==> config.mk <==
export PLATFORM = sky130hd
export DESIGN_NAME = scc_top
export DESIGN_NICKNAME = d
export VERILOG_FILES = /design/src/design/msx_bus_pkg.sv /design/src/design/scc_pkg.sv /design/src/design/scc_wave_mem_if.sv /design/src/design/scc_reg_port.sv /design/src/design/scc_top.sv /design/src/design/scc_voice_seq.sv /design/src/design/scc_wave.sv /design/src/design/scc_wave_arb.sv
export VERILOG_INCLUDE_DIRS = /design/src /design/src/design
export SDC_FILE = /design/constraint.sdc
export NUM_CORES = 2
export LEC_CHECK = 0
export BUFFER_PORTS_ARGS = -buffer_cell sky130_fd_sc_hd__buf_2
export CAP_MARGIN = 20
export CORE_MARGIN = 2
export CORE_UTILIZATION = 46
export DETAILED_ROUTE_END_ITERATION = 6
export PLACE_DENSITY = 0.71
export SYNTH_ARGS = -nofsm -noshare
export SYNTH_HDL_FRONTEND = slang
export SYNTH_SLANG_ARGS = --single-unit
==> constraint.sdc <==
create_clock -name cpu_bus -period 20 [get_ports cpu_bus]
set_input_delay 1 -clock cpu_bus [delete_from_list [all_inputs] [get_ports cpu_bus]]
set_output_delay 1 -clock cpu_bus [all_outputs]
set_load 0.005 [all_outputs]
==> src/design/scc_config.svh <==
`ifndef SCC_CONFIG_SVH
`define SCC_CONFIG_SVH

// Voices per chip and bytes per waveform table
`define SCC_NUM_VOICES 5
`define SCC_WAVE_DEPTH 32

// SCC chips on the device bus
`define SCC_NUM_CHIPS 2

// CPU register map
`define SCC_PERIOD_BASE 8'h80      // Five period pairs, low byte then high nibble
`define SCC_VOLUME_BASE 8'h8A      // Five volume nibbles
`define SCC_ENABLE_ADDR 8'h8F      // One enable bit per voice
`define SCC_PLUS_WAVE4_BASE 8'hA0  // Voice 4 table window in SCC+ mode

`endif

==> src/design/msx_bus_pkg.sv <==
package msx_bus_pkg;

    // CPU side of the sound cartridge
    typedef logic [7:0] bus_addr_t;   // Register offset inside the chip window
    typedef logic [7:0] bus_byte_t;   // CPU data byte

    // Device kinds seen on the configuration bus
    typedef enum logic [2:0] {
        DEV_NONE      = 3'd0,
        DEV_OPL3      = 3'd1,
        DEV_SCC       = 3'd2,
        DEV_PSG       = 3'd3,
        DEV_MSX_MUSIC = 3'd4,
        DEV_MSX_AUDIO = 3'd5
    } dev_type_t;

    typedef logic [1:0] dev_num_t;    // Instance number of a device kind

endpackage

==> src/design/scc_pkg.sv <==
package scc_pkg;

    // Waveform memory
    typedef logic signed [7:0] wave_sample_t;   // One signed table entry
    typedef logic [7:0]        wave_index_t;    // Flat RAM index, 0 to 159

    // Per-voice controls
    typedef logic [11:0] voice_period_t;        // Ticks between table steps
    typedef logic [3:0]  voice_volume_t;        // Linear gain, 0 to 15

    // Audio outputs
    typedef logic signed [14:0] chip_wave_t;    // Sum of one chip's voices
    typedef logic signed [15:0] mix_sample_t;   // Both chips together

    // Sample sweep after each tick
    typedef enum logic [1:0] {
        SEQ_IDLE  = 2'd0,   // Waiting for the next clk_en
        SEQ_FETCH = 2'd1,   // Requesting one voice's sample
        SEQ_ACCUM = 2'd2    // Sample back, adding its share
    } seq_state_t;

endpackage

==> src/design/scc_wave_mem_if.sv <==
`timescale 1ns/1ns

interface scc_wave_mem_if ();

    logic                  req;     // Held until grant
    logic                  we;      // Write when high, read when low
    scc_pkg::wave_index_t  addr;    // Table byte to access
    scc_pkg::wave_sample_t wdata;   // Byte to store
    logic                  grant;   // One cycle, access done at its edge
    scc_pkg::wave_sample_t rdata;   // Valid the cycle after a read grant

    // Side that asks for the memory
    modport requester (
        output req, we, addr, wdata,
        input  grant, rdata
    );

    // Side that owns the memory
    modport arbiter (
        input  req, we, addr, wdata,
        output grant, rdata
    );

endinterface

==> src/design/scc_reg_port.sv <==
`timescale 1ns/1ns
`include "scc_config.svh"

module scc_reg_port (
    input  logic                    cpu_bus,
    input  logic                    rst_n,
    input  logic                    sel,                           // Chip picked on the device bus
    input  logic                    rd,
    input  logic                    wr,
    input  msx_bus_pkg::bus_addr_t  addr,
    input  msx_bus_pkg::bus_byte_t  wdata,
    input  logic                    plus_mode,                     // SCC+ map active
    scc_wave_mem_if.requester       mem,
    output scc_pkg::voice_period_t  periods [`SCC_NUM_VOICES],
    output scc_pkg::voice_volume_t  volumes [`SCC_NUM_VOICES],
    output logic [`SCC_NUM_VOICES-1:0] voice_en,
    output msx_bus_pkg::bus_byte_t  rdata,
    output logic                    rvalid
);

    localparam scc_pkg::wave_index_t WAVE4_SLOT = 8'(4 * `SCC_WAVE_DEPTH);  // Voice 4 table start

    logic                 is_wave_lo;  // Tables 0 to 3 window
    logic                 is_wave4;    // Voice 4 window, plus mode only
    logic                 is_mirror;   // Voice 3 table in plain mode
    scc_pkg::wave_index_t wave_idx;
    logic                 dup_pend;    // Voice 4 copy still owed
    logic                 wave_rd_q;   // Table byte returns this cycle
    logic                 reg_rd_q;    // Register read answers this cycle

    assign is_wave_lo = addr < `SCC_PERIOD_BASE;
    assign is_wave4   = plus_mode && addr >= `SCC_PLUS_WAVE4_BASE &&
                        addr < (`SCC_PLUS_WAVE4_BASE + `SCC_WAVE_DEPTH);
    assign is_mirror  = !plus_mode && is_wave_lo && addr[6:5] == 2'd3;
    assign wave_idx   = is_wave4 ? WAVE4_SLOT + scc_pkg::wave_index_t'(addr[4:0]) : addr;

    // Period, volume and enable registers
    always_ff @(posedge cpu_bus or negedge rst_n) begin
        if (!rst_n) begin
            for (int i = 0; i < `SCC_NUM_VOICES; i++) begin
                periods[i] <= '0;
                volumes[i] <= '0;
            end
            voice_en <= '0;
        end else if (sel && wr) begin
            for (int i = 0; i < `SCC_NUM_VOICES; i++) begin
                if (addr == msx_bus_pkg::bus_addr_t'(`SCC_PERIOD_BASE + 2 * i))
                    periods[i][7:0] <= wdata;                     // Fine part
                if (addr == msx_bus_pkg::bus_addr_t'(`SCC_PERIOD_BASE + 2 * i + 1))
                    periods[i][11:8] <= wdata[3:0];               // Coarse nibble
                if (addr == msx_bus_pkg::bus_addr_t'(`SCC_VOLUME_BASE + i))
                    volumes[i] <= wdata[3:0];
            end
            if (addr == `SCC_ENABLE_ADDR)
                voice_en <= wdata[`SCC_NUM_VOICES-1:0];
        end
    end

    // Memory request and read-return flags
    always_ff @(posedge cpu_bus or negedge rst_n) begin
        if (!rst_n) begin
            mem.req   <= 1'b0;
            dup_pend  <= 1'b0;
            wave_rd_q <= 1'b0;
            reg_rd_q  <= 1'b0;
        end else begin
            wave_rd_q <= mem.req && mem.grant && !mem.we;
            reg_rd_q  <= sel && rd && !(is_wave_lo || is_wave4);
            if (mem.req && mem.grant) begin
                if (dup_pend) dup_pend <= 1'b0;                   // Keep req for the copy
                else mem.req <= 1'b0;
            end else if (sel && (rd || wr) && (is_wave_lo || is_wave4)) begin
                mem.req  <= 1'b1;
                dup_pend <= wr && is_mirror;
            end
        end
    end

    // Request payload, second write retargets to voice 4
    always_ff @(posedge cpu_bus) begin
        if (mem.req && mem.grant) begin
            mem.addr <= WAVE4_SLOT + scc_pkg::wave_index_t'(mem.addr[4:0]);
        end else if (sel && (rd || wr)) begin
            mem.we    <= wr;
            mem.addr  <= wave_idx;
            mem.wdata <= scc_pkg::wave_sample_t'(wdata);
        end
    end

    assign rvalid = wave_rd_q || reg_rd_q;
    assign rdata  = wave_rd_q ? msx_bus_pkg::bus_byte_t'(mem.rdata) : 8'hFF;  // Open bus otherwise

endmodule

==> src/design/scc_top.sv <==
`timescale 1ns/1ns
`include "scc_config.svh"

module scc_top (
    input  logic                   cpu_bus,
    input  logic                   rst_n,
    input  logic                   clk_en,
    input  logic                   rd,
    input  logic                   wr,
    input  msx_bus_pkg::bus_addr_t addr,
    input  msx_bus_pkg::bus_byte_t wdata,
    input  msx_bus_pkg::dev_type_t dev_typ,
    input  msx_bus_pkg::dev_num_t  dev_num,
    input  logic                   dev_en,
    input  logic                   dev_mode,
    input  logic                   dev_param,
    input  logic [1:0]             mix_enable,   // Per-chip share in the mix
    output scc_pkg::mix_sample_t   sound,
    output msx_bus_pkg::bus_byte_t data,
    output logic                   output_rq
);

    logic [`SCC_NUM_CHIPS-1:0] scc_mode;         // SCC+ map requested
    logic [`SCC_NUM_CHIPS-1:0] scc_plus;         // Chip is an SCC+
    logic [`SCC_NUM_CHIPS-1:0] sel;
    logic [`SCC_NUM_CHIPS-1:0] chip_rvalid;
    scc_pkg::chip_wave_t       chip_wave  [`SCC_NUM_CHIPS];
    msx_bus_pkg::bus_byte_t    chip_rdata [`SCC_NUM_CHIPS];

    // Chip flags loaded from the device bus
    always_ff @(posedge cpu_bus or negedge rst_n) begin
        if (!rst_n) begin
            scc_mode <= '0;
            scc_plus <= '0;
        end else if (dev_typ == msx_bus_pkg::DEV_SCC && dev_num < `SCC_NUM_CHIPS) begin
            scc_mode[dev_num[0]] <= dev_mode;
            scc_plus[dev_num[0]] <= dev_param;
        end
    end

    for (genvar i = 0; i < `SCC_NUM_CHIPS; i++) begin : g_chip
        assign sel[i] = dev_en && dev_typ == msx_bus_pkg::DEV_SCC && dev_num == i;

        scc_wave u_scc_wave (
            .cpu_bus, .rst_n, .clk_en,
            .sel       (sel[i]),
            .rd, .wr, .addr, .wdata,
            .plus_chip (scc_plus[i]),
            .plus_mode (scc_mode[i]),
            .wave      (chip_wave[i]),
            .rdata     (chip_rdata[i]),
            .rvalid    (chip_rvalid[i])
        );
    end

    // Read return, accesses never overlap so at most one chip answers
    assign output_rq = |chip_rvalid;
    assign data = chip_rvalid[0] ? chip_rdata[0] :
                  chip_rvalid[1] ? chip_rdata[1] : 8'hFF;

    // Sign-extended chip waves under mix enables
    assign sound = (mix_enable[0] ? scc_pkg::mix_sample_t'(chip_wave[0]) : '0) +
                   (mix_enable[1] ? scc_pkg::mix_sample_t'(chip_wave[1]) : '0);

endmodule

==> src/design/scc_voice_seq.sv <==
`timescale 1ns/1ns
`include "scc_config.svh"

module scc_voice_seq (
    input  logic                   cpu_bus,
    input  logic                   rst_n,
    input  logic                   clk_en,                        // Sample tick
    input  scc_pkg::voice_period_t periods [`SCC_NUM_VOICES],
    input  scc_pkg::voice_volume_t volumes [`SCC_NUM_VOICES],
    input  logic [`SCC_NUM_VOICES-1:0] voice_en,
    input  logic                   plus_mode,                     // Voice 4 owns its table
    scc_wave_mem_if.requester      mem,
    output scc_pkg::chip_wave_t    wave
);

    localparam logic [2:0] LAST_VOICE = 3'(`SCC_NUM_VOICES - 1);
    localparam int PTR_W = $clog2(`SCC_WAVE_DEPTH);

    scc_pkg::voice_period_t cnt [`SCC_NUM_VOICES];   // Ticks left until next step
    logic [PTR_W-1:0]       ptr [`SCC_NUM_VOICES];   // Position inside each table
    scc_pkg::seq_state_t    state;
    logic [2:0]             voice;                   // Voice being fetched
    scc_pkg::chip_wave_t    acc;                     // Running sum of the sweep
    logic signed [12:0]     prod;
    scc_pkg::chip_wave_t    contrib;                 // Share of the current voice

    // Table byte address, plain mode folds voice 4 onto table 3
    function automatic scc_pkg::wave_index_t fetch_addr(input logic [2:0] v,
                                                        input logic [PTR_W-1:0] p,
                                                        input logic plus);
        logic [2:0] tbl;
        tbl = (v == LAST_VOICE && !plus) ? 3'd3 : v;
        return scc_pkg::wave_index_t'({tbl, p});
    endfunction

    // Period counters, one step per expiry
    always_ff @(posedge cpu_bus or negedge rst_n) begin
        if (!rst_n) begin
            for (int i = 0; i < `SCC_NUM_VOICES; i++) begin
                cnt[i] <= '0;
                ptr[i] <= '0;
            end
        end else if (clk_en) begin
            for (int i = 0; i < `SCC_NUM_VOICES; i++) begin
                if (voice_en[i]) begin
                    if (cnt[i] == '0) begin
                        cnt[i] <= periods[i];                   // Reload
                        ptr[i] <= ptr[i] + 1'b1;                // Wraps at table end
                    end else begin
                        cnt[i] <= cnt[i] - 1'b1;
                    end
                end
            end
        end
    end

    assign prod    = scc_pkg::wave_sample_t'(mem.rdata) * $signed({1'b0, volumes[voice]});
    assign contrib = voice_en[voice] ? scc_pkg::chip_wave_t'(prod >>> 4) : '0;

    // Sweep FSM
    always_ff @(posedge cpu_bus or negedge rst_n) begin
        if (!rst_n) begin
            state <= scc_pkg::SEQ_IDLE;
            voice <= '0;
            acc   <= '0;
            wave  <= '0;
        end else begin
            case (state)
                scc_pkg::SEQ_IDLE: if (clk_en) begin
                    state <= scc_pkg::SEQ_FETCH;
                    voice <= '0;
                    acc   <= '0;
                end
                scc_pkg::SEQ_FETCH: if (mem.grant) state <= scc_pkg::SEQ_ACCUM;  // Stall while CPU owns RAM
                scc_pkg::SEQ_ACCUM: begin
                    if (voice == LAST_VOICE) begin
                        wave  <= acc + contrib;                 // Publish the finished sum
                        state <= scc_pkg::SEQ_IDLE;
                    end else begin
                        acc   <= acc + contrib;
                        voice <= voice + 1'b1;
                        state <= scc_pkg::SEQ_FETCH;
                    end
                end
                default: state <= scc_pkg::SEQ_IDLE;
            endcase
        end
    end

    // Address latched ahead of each fetch so it holds through a stall
    always_ff @(posedge cpu_bus) begin
        if (state == scc_pkg::SEQ_IDLE && clk_en)
            mem.addr <= fetch_addr(3'd0, ptr[0], plus_mode);
        else if (state == scc_pkg::SEQ_ACCUM && voice != LAST_VOICE)
            mem.addr <= fetch_addr(voice + 1'b1, ptr[voice + 1'b1], plus_mode);
    end

    assign mem.req   = state == scc_pkg::SEQ_FETCH;
    assign mem.we    = 1'b0;                                    // Read only
    assign mem.wdata = '0;

endmodule

==> src/design/scc_wave.sv <==
`timescale 1ns/1ns
`include "scc_config.svh"

module scc_wave (
    input  logic                   cpu_bus,
    input  logic                   rst_n,
    input  logic                   clk_en,
    input  logic                   sel,
    input  logic                   rd,
    input  logic                   wr,
    input  msx_bus_pkg::bus_addr_t addr,
    input  msx_bus_pkg::bus_byte_t wdata,
    input  logic                   plus_chip,   // Chip is an SCC+
    input  logic                   plus_mode,   // SCC+ map requested
    output scc_pkg::chip_wave_t    wave,
    output msx_bus_pkg::bus_byte_t rdata,
    output logic                   rvalid
);

    scc_pkg::voice_period_t periods [`SCC_NUM_VOICES];
    scc_pkg::voice_volume_t volumes [`SCC_NUM_VOICES];
    logic [`SCC_NUM_VOICES-1:0] voice_en;
    logic                   plus_eff;           // Mode honored only on SCC+ parts

    scc_wave_mem_if cpu_mem ();
    scc_wave_mem_if seq_mem ();

    assign plus_eff = plus_chip && plus_mode;

    scc_reg_port u_reg_port (
        .cpu_bus, .rst_n, .sel, .rd, .wr, .addr, .wdata,
        .plus_mode (plus_eff),
        .mem       (cpu_mem.requester),
        .periods, .volumes, .voice_en, .rdata, .rvalid
    );

    scc_voice_seq u_voice_seq (
        .cpu_bus, .rst_n, .clk_en, .periods, .volumes, .voice_en,
        .plus_mode (plus_eff),
        .mem       (seq_mem.requester),
        .wave
    );

    scc_wave_arb u_wave_arb (
        .cpu_bus, .rst_n,
        .cpu_mem (cpu_mem.arbiter),
        .seq_mem (seq_mem.arbiter)
    );

endmodule

==> src/design/scc_wave_arb.sv <==
`timescale 1ns/1ns
`include "scc_config.svh"

module scc_wave_arb (
    input  logic            cpu_bus,
    input  logic            rst_n,
    scc_wave_mem_if.arbiter cpu_mem,   // Register port, high priority
    scc_wave_mem_if.arbiter seq_mem    // Voice sequencer
);

    localparam int RAM_DEPTH = `SCC_NUM_VOICES * `SCC_WAVE_DEPTH;

    scc_pkg::wave_sample_t ram [RAM_DEPTH];   // Five tables back to back
    logic                  acc_req;           // Someone owns the port this cycle
    logic                  acc_we;
    scc_pkg::wave_index_t  acc_addr;
    scc_pkg::wave_sample_t acc_wdata;
    scc_pkg::wave_sample_t rd_q;              // Synchronous read result

    // Fixed priority, CPU wins
    assign cpu_mem.grant = cpu_mem.req;
    assign seq_mem.grant = seq_mem.req && !cpu_mem.req;

    // Single port steered to the winner
    always_comb begin
        acc_req = cpu_mem.req || seq_mem.req;
        if (cpu_mem.req) begin
            acc_we    = cpu_mem.we;
            acc_addr  = cpu_mem.addr;
            acc_wdata = cpu_mem.wdata;
        end else begin
            acc_we    = seq_mem.we;
            acc_addr  = seq_mem.addr;
            acc_wdata = seq_mem.wdata;
        end
    end

    always_ff @(posedge cpu_bus) begin
        if (acc_req && acc_we)
            ram[acc_addr] <= acc_wdata;       // Write done in the grant cycle
    end

    always_ff @(posedge cpu_bus or negedge rst_n) begin
        if (!rst_n)
            rd_q <= '0;
        else if (acc_req && !acc_we)
            rd_q <= ram[acc_addr];            // Seen by the reader one cycle later
    end

    // Both sides see the same register, only the granted one samples it
    assign cpu_mem.rdata = rd_q;
    assign seq_mem.rdata = rd_q;

endmodule

==> qor.csv <==
stage,metric,value,unit
timing,Worst-Margin Slew,1263,ps
logic_synthesis,top_reg_cell synth,edfxtp_1,
logic_synthesis,Mapped Nets,10940,
cts,clock tree buffer depth,4,
die,Die Wd,535.2,um
outcome,failing checks,design-rule violations,
global_route,largest net degree at the start of global routing,188,
timing,fmax,136.0,MHz
global_route,aggregate global-route resource usage,0.2332,
global_route,first-pass GRT wire length,517800,um
worst_setup_path,Required @ worst endpoint,20830,ps
worst_setup_path,"Max FO, Critical Path",19,
cts,clock sinks,3048,
layout,fin util,0.5120,
logic_synthesis,"Distinct cells, synth",86,
timing,Final Hold Fails,0,
cts,post-cts resize count,0,
die,vertical die dimension,535.2,um
logic_synthesis,ys async rst share,0.1437,
place,gpl congestion,0.8662,
pwr,Power Density,123.4,nW/um^2
cts,Worst-path clk slew,60,ps
run,maxcap violations,0,
worst_setup_path,crit end category,flop,
detailed_routing,vias,87610,
die,Initial Util,0.4611,
detailed_routing,drt total wl,341900,um
logic_synthesis,Yosys top cell area share,0.6023,
layout,area grow syn2layout,11.06,%
timing,Final Critical Period,7353,ps
logic_synthesis,Syn Inst Count,10760,
logic_synthesis,Post-Syn Area,129800,um^2
timing,Fin Setup TNS,0,ps
logic_synthesis,sequential cell area fraction in the yosys report,0.6877,
worst_setup_path,CP arrival,8180,ps
logic_synthesis,Post-synth EDFFs,2604,
cts,hold_buf cts,0,
logic_synthesis,Synth top cells by count,"nand2_1, edfxtp_1, nand3_1",
logic_synthesis,top post-synthesis cells by area,"edfxtp_1, dfrtp_1, nand2_1, nand3_1, a311oi_1",
worst_setup_path,"slowest stage cell, crit path",dfrtp_1,
place,Port Buffer Count,55,
hold_path,Hold Path Class,input pin to async pin,
cts,TritonCTS clock tree,built,
cts,clock root buffer,clkbuf_16,
detailed_routing,Wirelength per Cell,23.43,um
place,dpl hpwl,201900,um
global_route,total gr overflow,0,
global_route,vias in the first global route,84510,
detailed_routing,Via density,6.003,
logic_synthesis,Mean Syn Cell Area,12.07,um^2
die,Placeable Area,281600,um^2
timing,fin. max-slew vios,0,
timing,Tcrit/Tclk final,0.3677,
logic_synthesis,most instantiated library cell after synthesis,nand2_1,
cts,"Clk Latency, worst-skew pair",960,ps
cts,Post-CTS Repair Setup Buffers,0,
timing,clk_skew,78.76,ps
logic_synthesis,Seq cells post-synth,3048,
logic_synthesis,Synth warnings,0,
outcome,status,"complete, but fails checks",
pwr,peak supply drop,0.0001368,V
die,die area,286500,um^2
detailed_routing,Final ANT Viol Nets,0,
layout,ratio of cells with drive above 1 in the final layout,0.08536,
logic_synthesis,Synth area leader,edfxtp_1,
timing,final setup fails,0,
worst_setup_path,Setup CP Type,flop to flop,
detailed_routing,drc violations,1,
die,I/O pin cnt,56,
pwr,Leak,0.05225,uW
detailed_routing,Starting DRT DRC Count,11710,
worst_setup_path,startpoint types,flop,
detailed_routing,drt pass-1 iters,7,
layout,layout net count,10760,
cts,H-tree levels,5,
cts,total CTS buffers,313,
die,num rows,195,
global_route,antenna violations before repair,18,
timing,relative slew slack,0.1563,
timing,RSZ-0062 raised after global routing,no,
worst_setup_path,max incr delay on CP,850,ps
==> registers in the layout, summed over array words and instances (netlist names), 4 cells and up <==
signal	flops
g_chip.u_scc_wave.u_voice_seq.cnt	120
g_chip.u_scc_wave.u_voice_seq.ptr	50
g_chip.u_scc_wave.u_reg_port.mem.addr	16
g_chip.u_scc_wave.u_voice_seq.mem.addr	16
g_chip.u_scc_wave.u_voice_seq.state	4
g_chip.u_scc_wave.u_reg_port.volumes	40
g_chip.u_scc_wave.u_reg_port.mem.wdata	16
g_chip.u_scc_wave.u_wave_arb.cpu_mem.rdata	16
g_chip.u_scc_wave.u_voice_seq.wave	30
g_chip.u_scc_wave.u_voice_seq.voice	6
g_chip.u_scc_wave.u_reg_port.periods	120
g_chip.u_scc_wave.u_wave_arb.ram	2560
g_chip.u_scc_wave.u_reg_port.voice_en	10
g_chip.u_scc_wave.u_voice_seq.acc	30
==> stage by stage <==
step	area [um^2]	instances	total power [uW]	setup WS, ps	hold WS (ps)
detailed placement	133600	14000	11910	12750	462.5
global placement	133500	14000	11820	12980	459.3
CTS	143900	14570	17750	12710	192.1
floorplan	129800	10760	10280	13660	428.9
global route	144200	14590	18410	12130	258.0
finish	144200	14590	17790	12650	196.9
==> where the power goes <==
part           internal, uW  switching [uW]  total (uW)  leakage, uW
Sequential             7100             132        7230       0.0297
Clock                  3400            2490        5890      0.00503
Combinational          1250            3430        4670       0.0175
==> placed cells by master (no fill, tap or decap), types with 60 or more instances in the layout <==
master and count:
edfxtp_1 2604, nor3_1 148, o21ai_0 245, mux2_2 193, nand3_1 1090, and3_1 251
dfrtp_1 436, ha_1 111, nor2_1 518, a21oi_1 163, xnor2_1 60, clkbuf_16 324
a311oi_1 496, buf_4 114, nand2_1 2809, inv_1 171, clkinv_1 61
==> worst max-delay path, delay by kind of cell (launching register included) <==
| family | cells | cell delay [ps] |
|---|---|---|
| AO/OA/AOI/OAI | 10 | 2840 |
| XOR/XNOR | 1 | 160 |
| adder cells (fa/ha/maj) | 5 | 1850 |
| buffers and inverters | 2 | 100 |
| flip-flops | 1 | 850 |
| AND/OR/NAND/NOR | 7 | 1450 |
==> cells by family after synthesis <==
logic type | after synthesis | share of synthesized area
simple gates | 5181 | 0.1749
flops | 3048 | 0.6877
xor+xnor | 81 | 0.005677
mux | 269 | 0.02449
compound gates | 1180 | 0.06624
buf+inv | 853 | 0.02493
fa+ha+maj | 146 | 0.01610
==> path summary, 6_finish.rpt <==
path | cells past startpoint | slack, ps | end | from
max in group asynchronous | 3 | 17380 | g_chip[1].u_scc_wave.u_reg_port.mem.req$_DFF_PN0_ | rst_n
worst min register to register | 2 | 470 | g_chip[1].u_scc_wave.u_voice_seq.wave[0]$_DFFE_PN0P_ | g_chip[1].u_scc_wave.u_voice_seq.wave[0]$_DFFE_PN0P_
min in group cpu_bus | 3 | 420 | g_chip[0].u_scc_wave.u_reg_port.reg_rd_q$_DFF_PN0_ | addr[7]
worst max-delay path | 25 | 12650 | g_chip[0].u_scc_wave.u_voice_seq.wave[12]$_DFFE_PN0P_ | g_chip[0].u_scc_wave.u_voice_seq.voice[0]$_DFFE_PN0P_
worst max register to register | 25 | 12650 | g_chip[0].u_scc_wave.u_voice_seq.wave[12]$_DFFE_PN0P_ | g_chip[0].u_scc_wave.u_voice_seq.voice[0]$_DFFE_PN0P_
worst min-delay path | 1 | 200 | g_chip[1].u_scc_wave.u_voice_seq.cnt[8]$_DFFE_PN0P_ | rst_n
==> cell type report <==
type | count | area, um^2
fillers | 23400 | 137400
flip-flops and latches | 3048 | 89280
multi-input cells | 6857 | 37570
clock buffers | 391 | 8466
well taps | 3743 | 4683
clock inverters | 174 | 1894
repair buffers | 192 | 1587
inverters | 174 | 653.1
diodes | 14 | 35.03
==> per-layer routing <==
metal	global-route usage	vias up	part of all wire
met1	0.3175	43350	0.39
met5	0	-	0.00024
met4	0.1007	8	0.046
met2	0.3694	4466	0.47
li1	-	38980	-
met3	0.04092	803	0.095
Note: power is estimated with default switching activity, not from simulation.
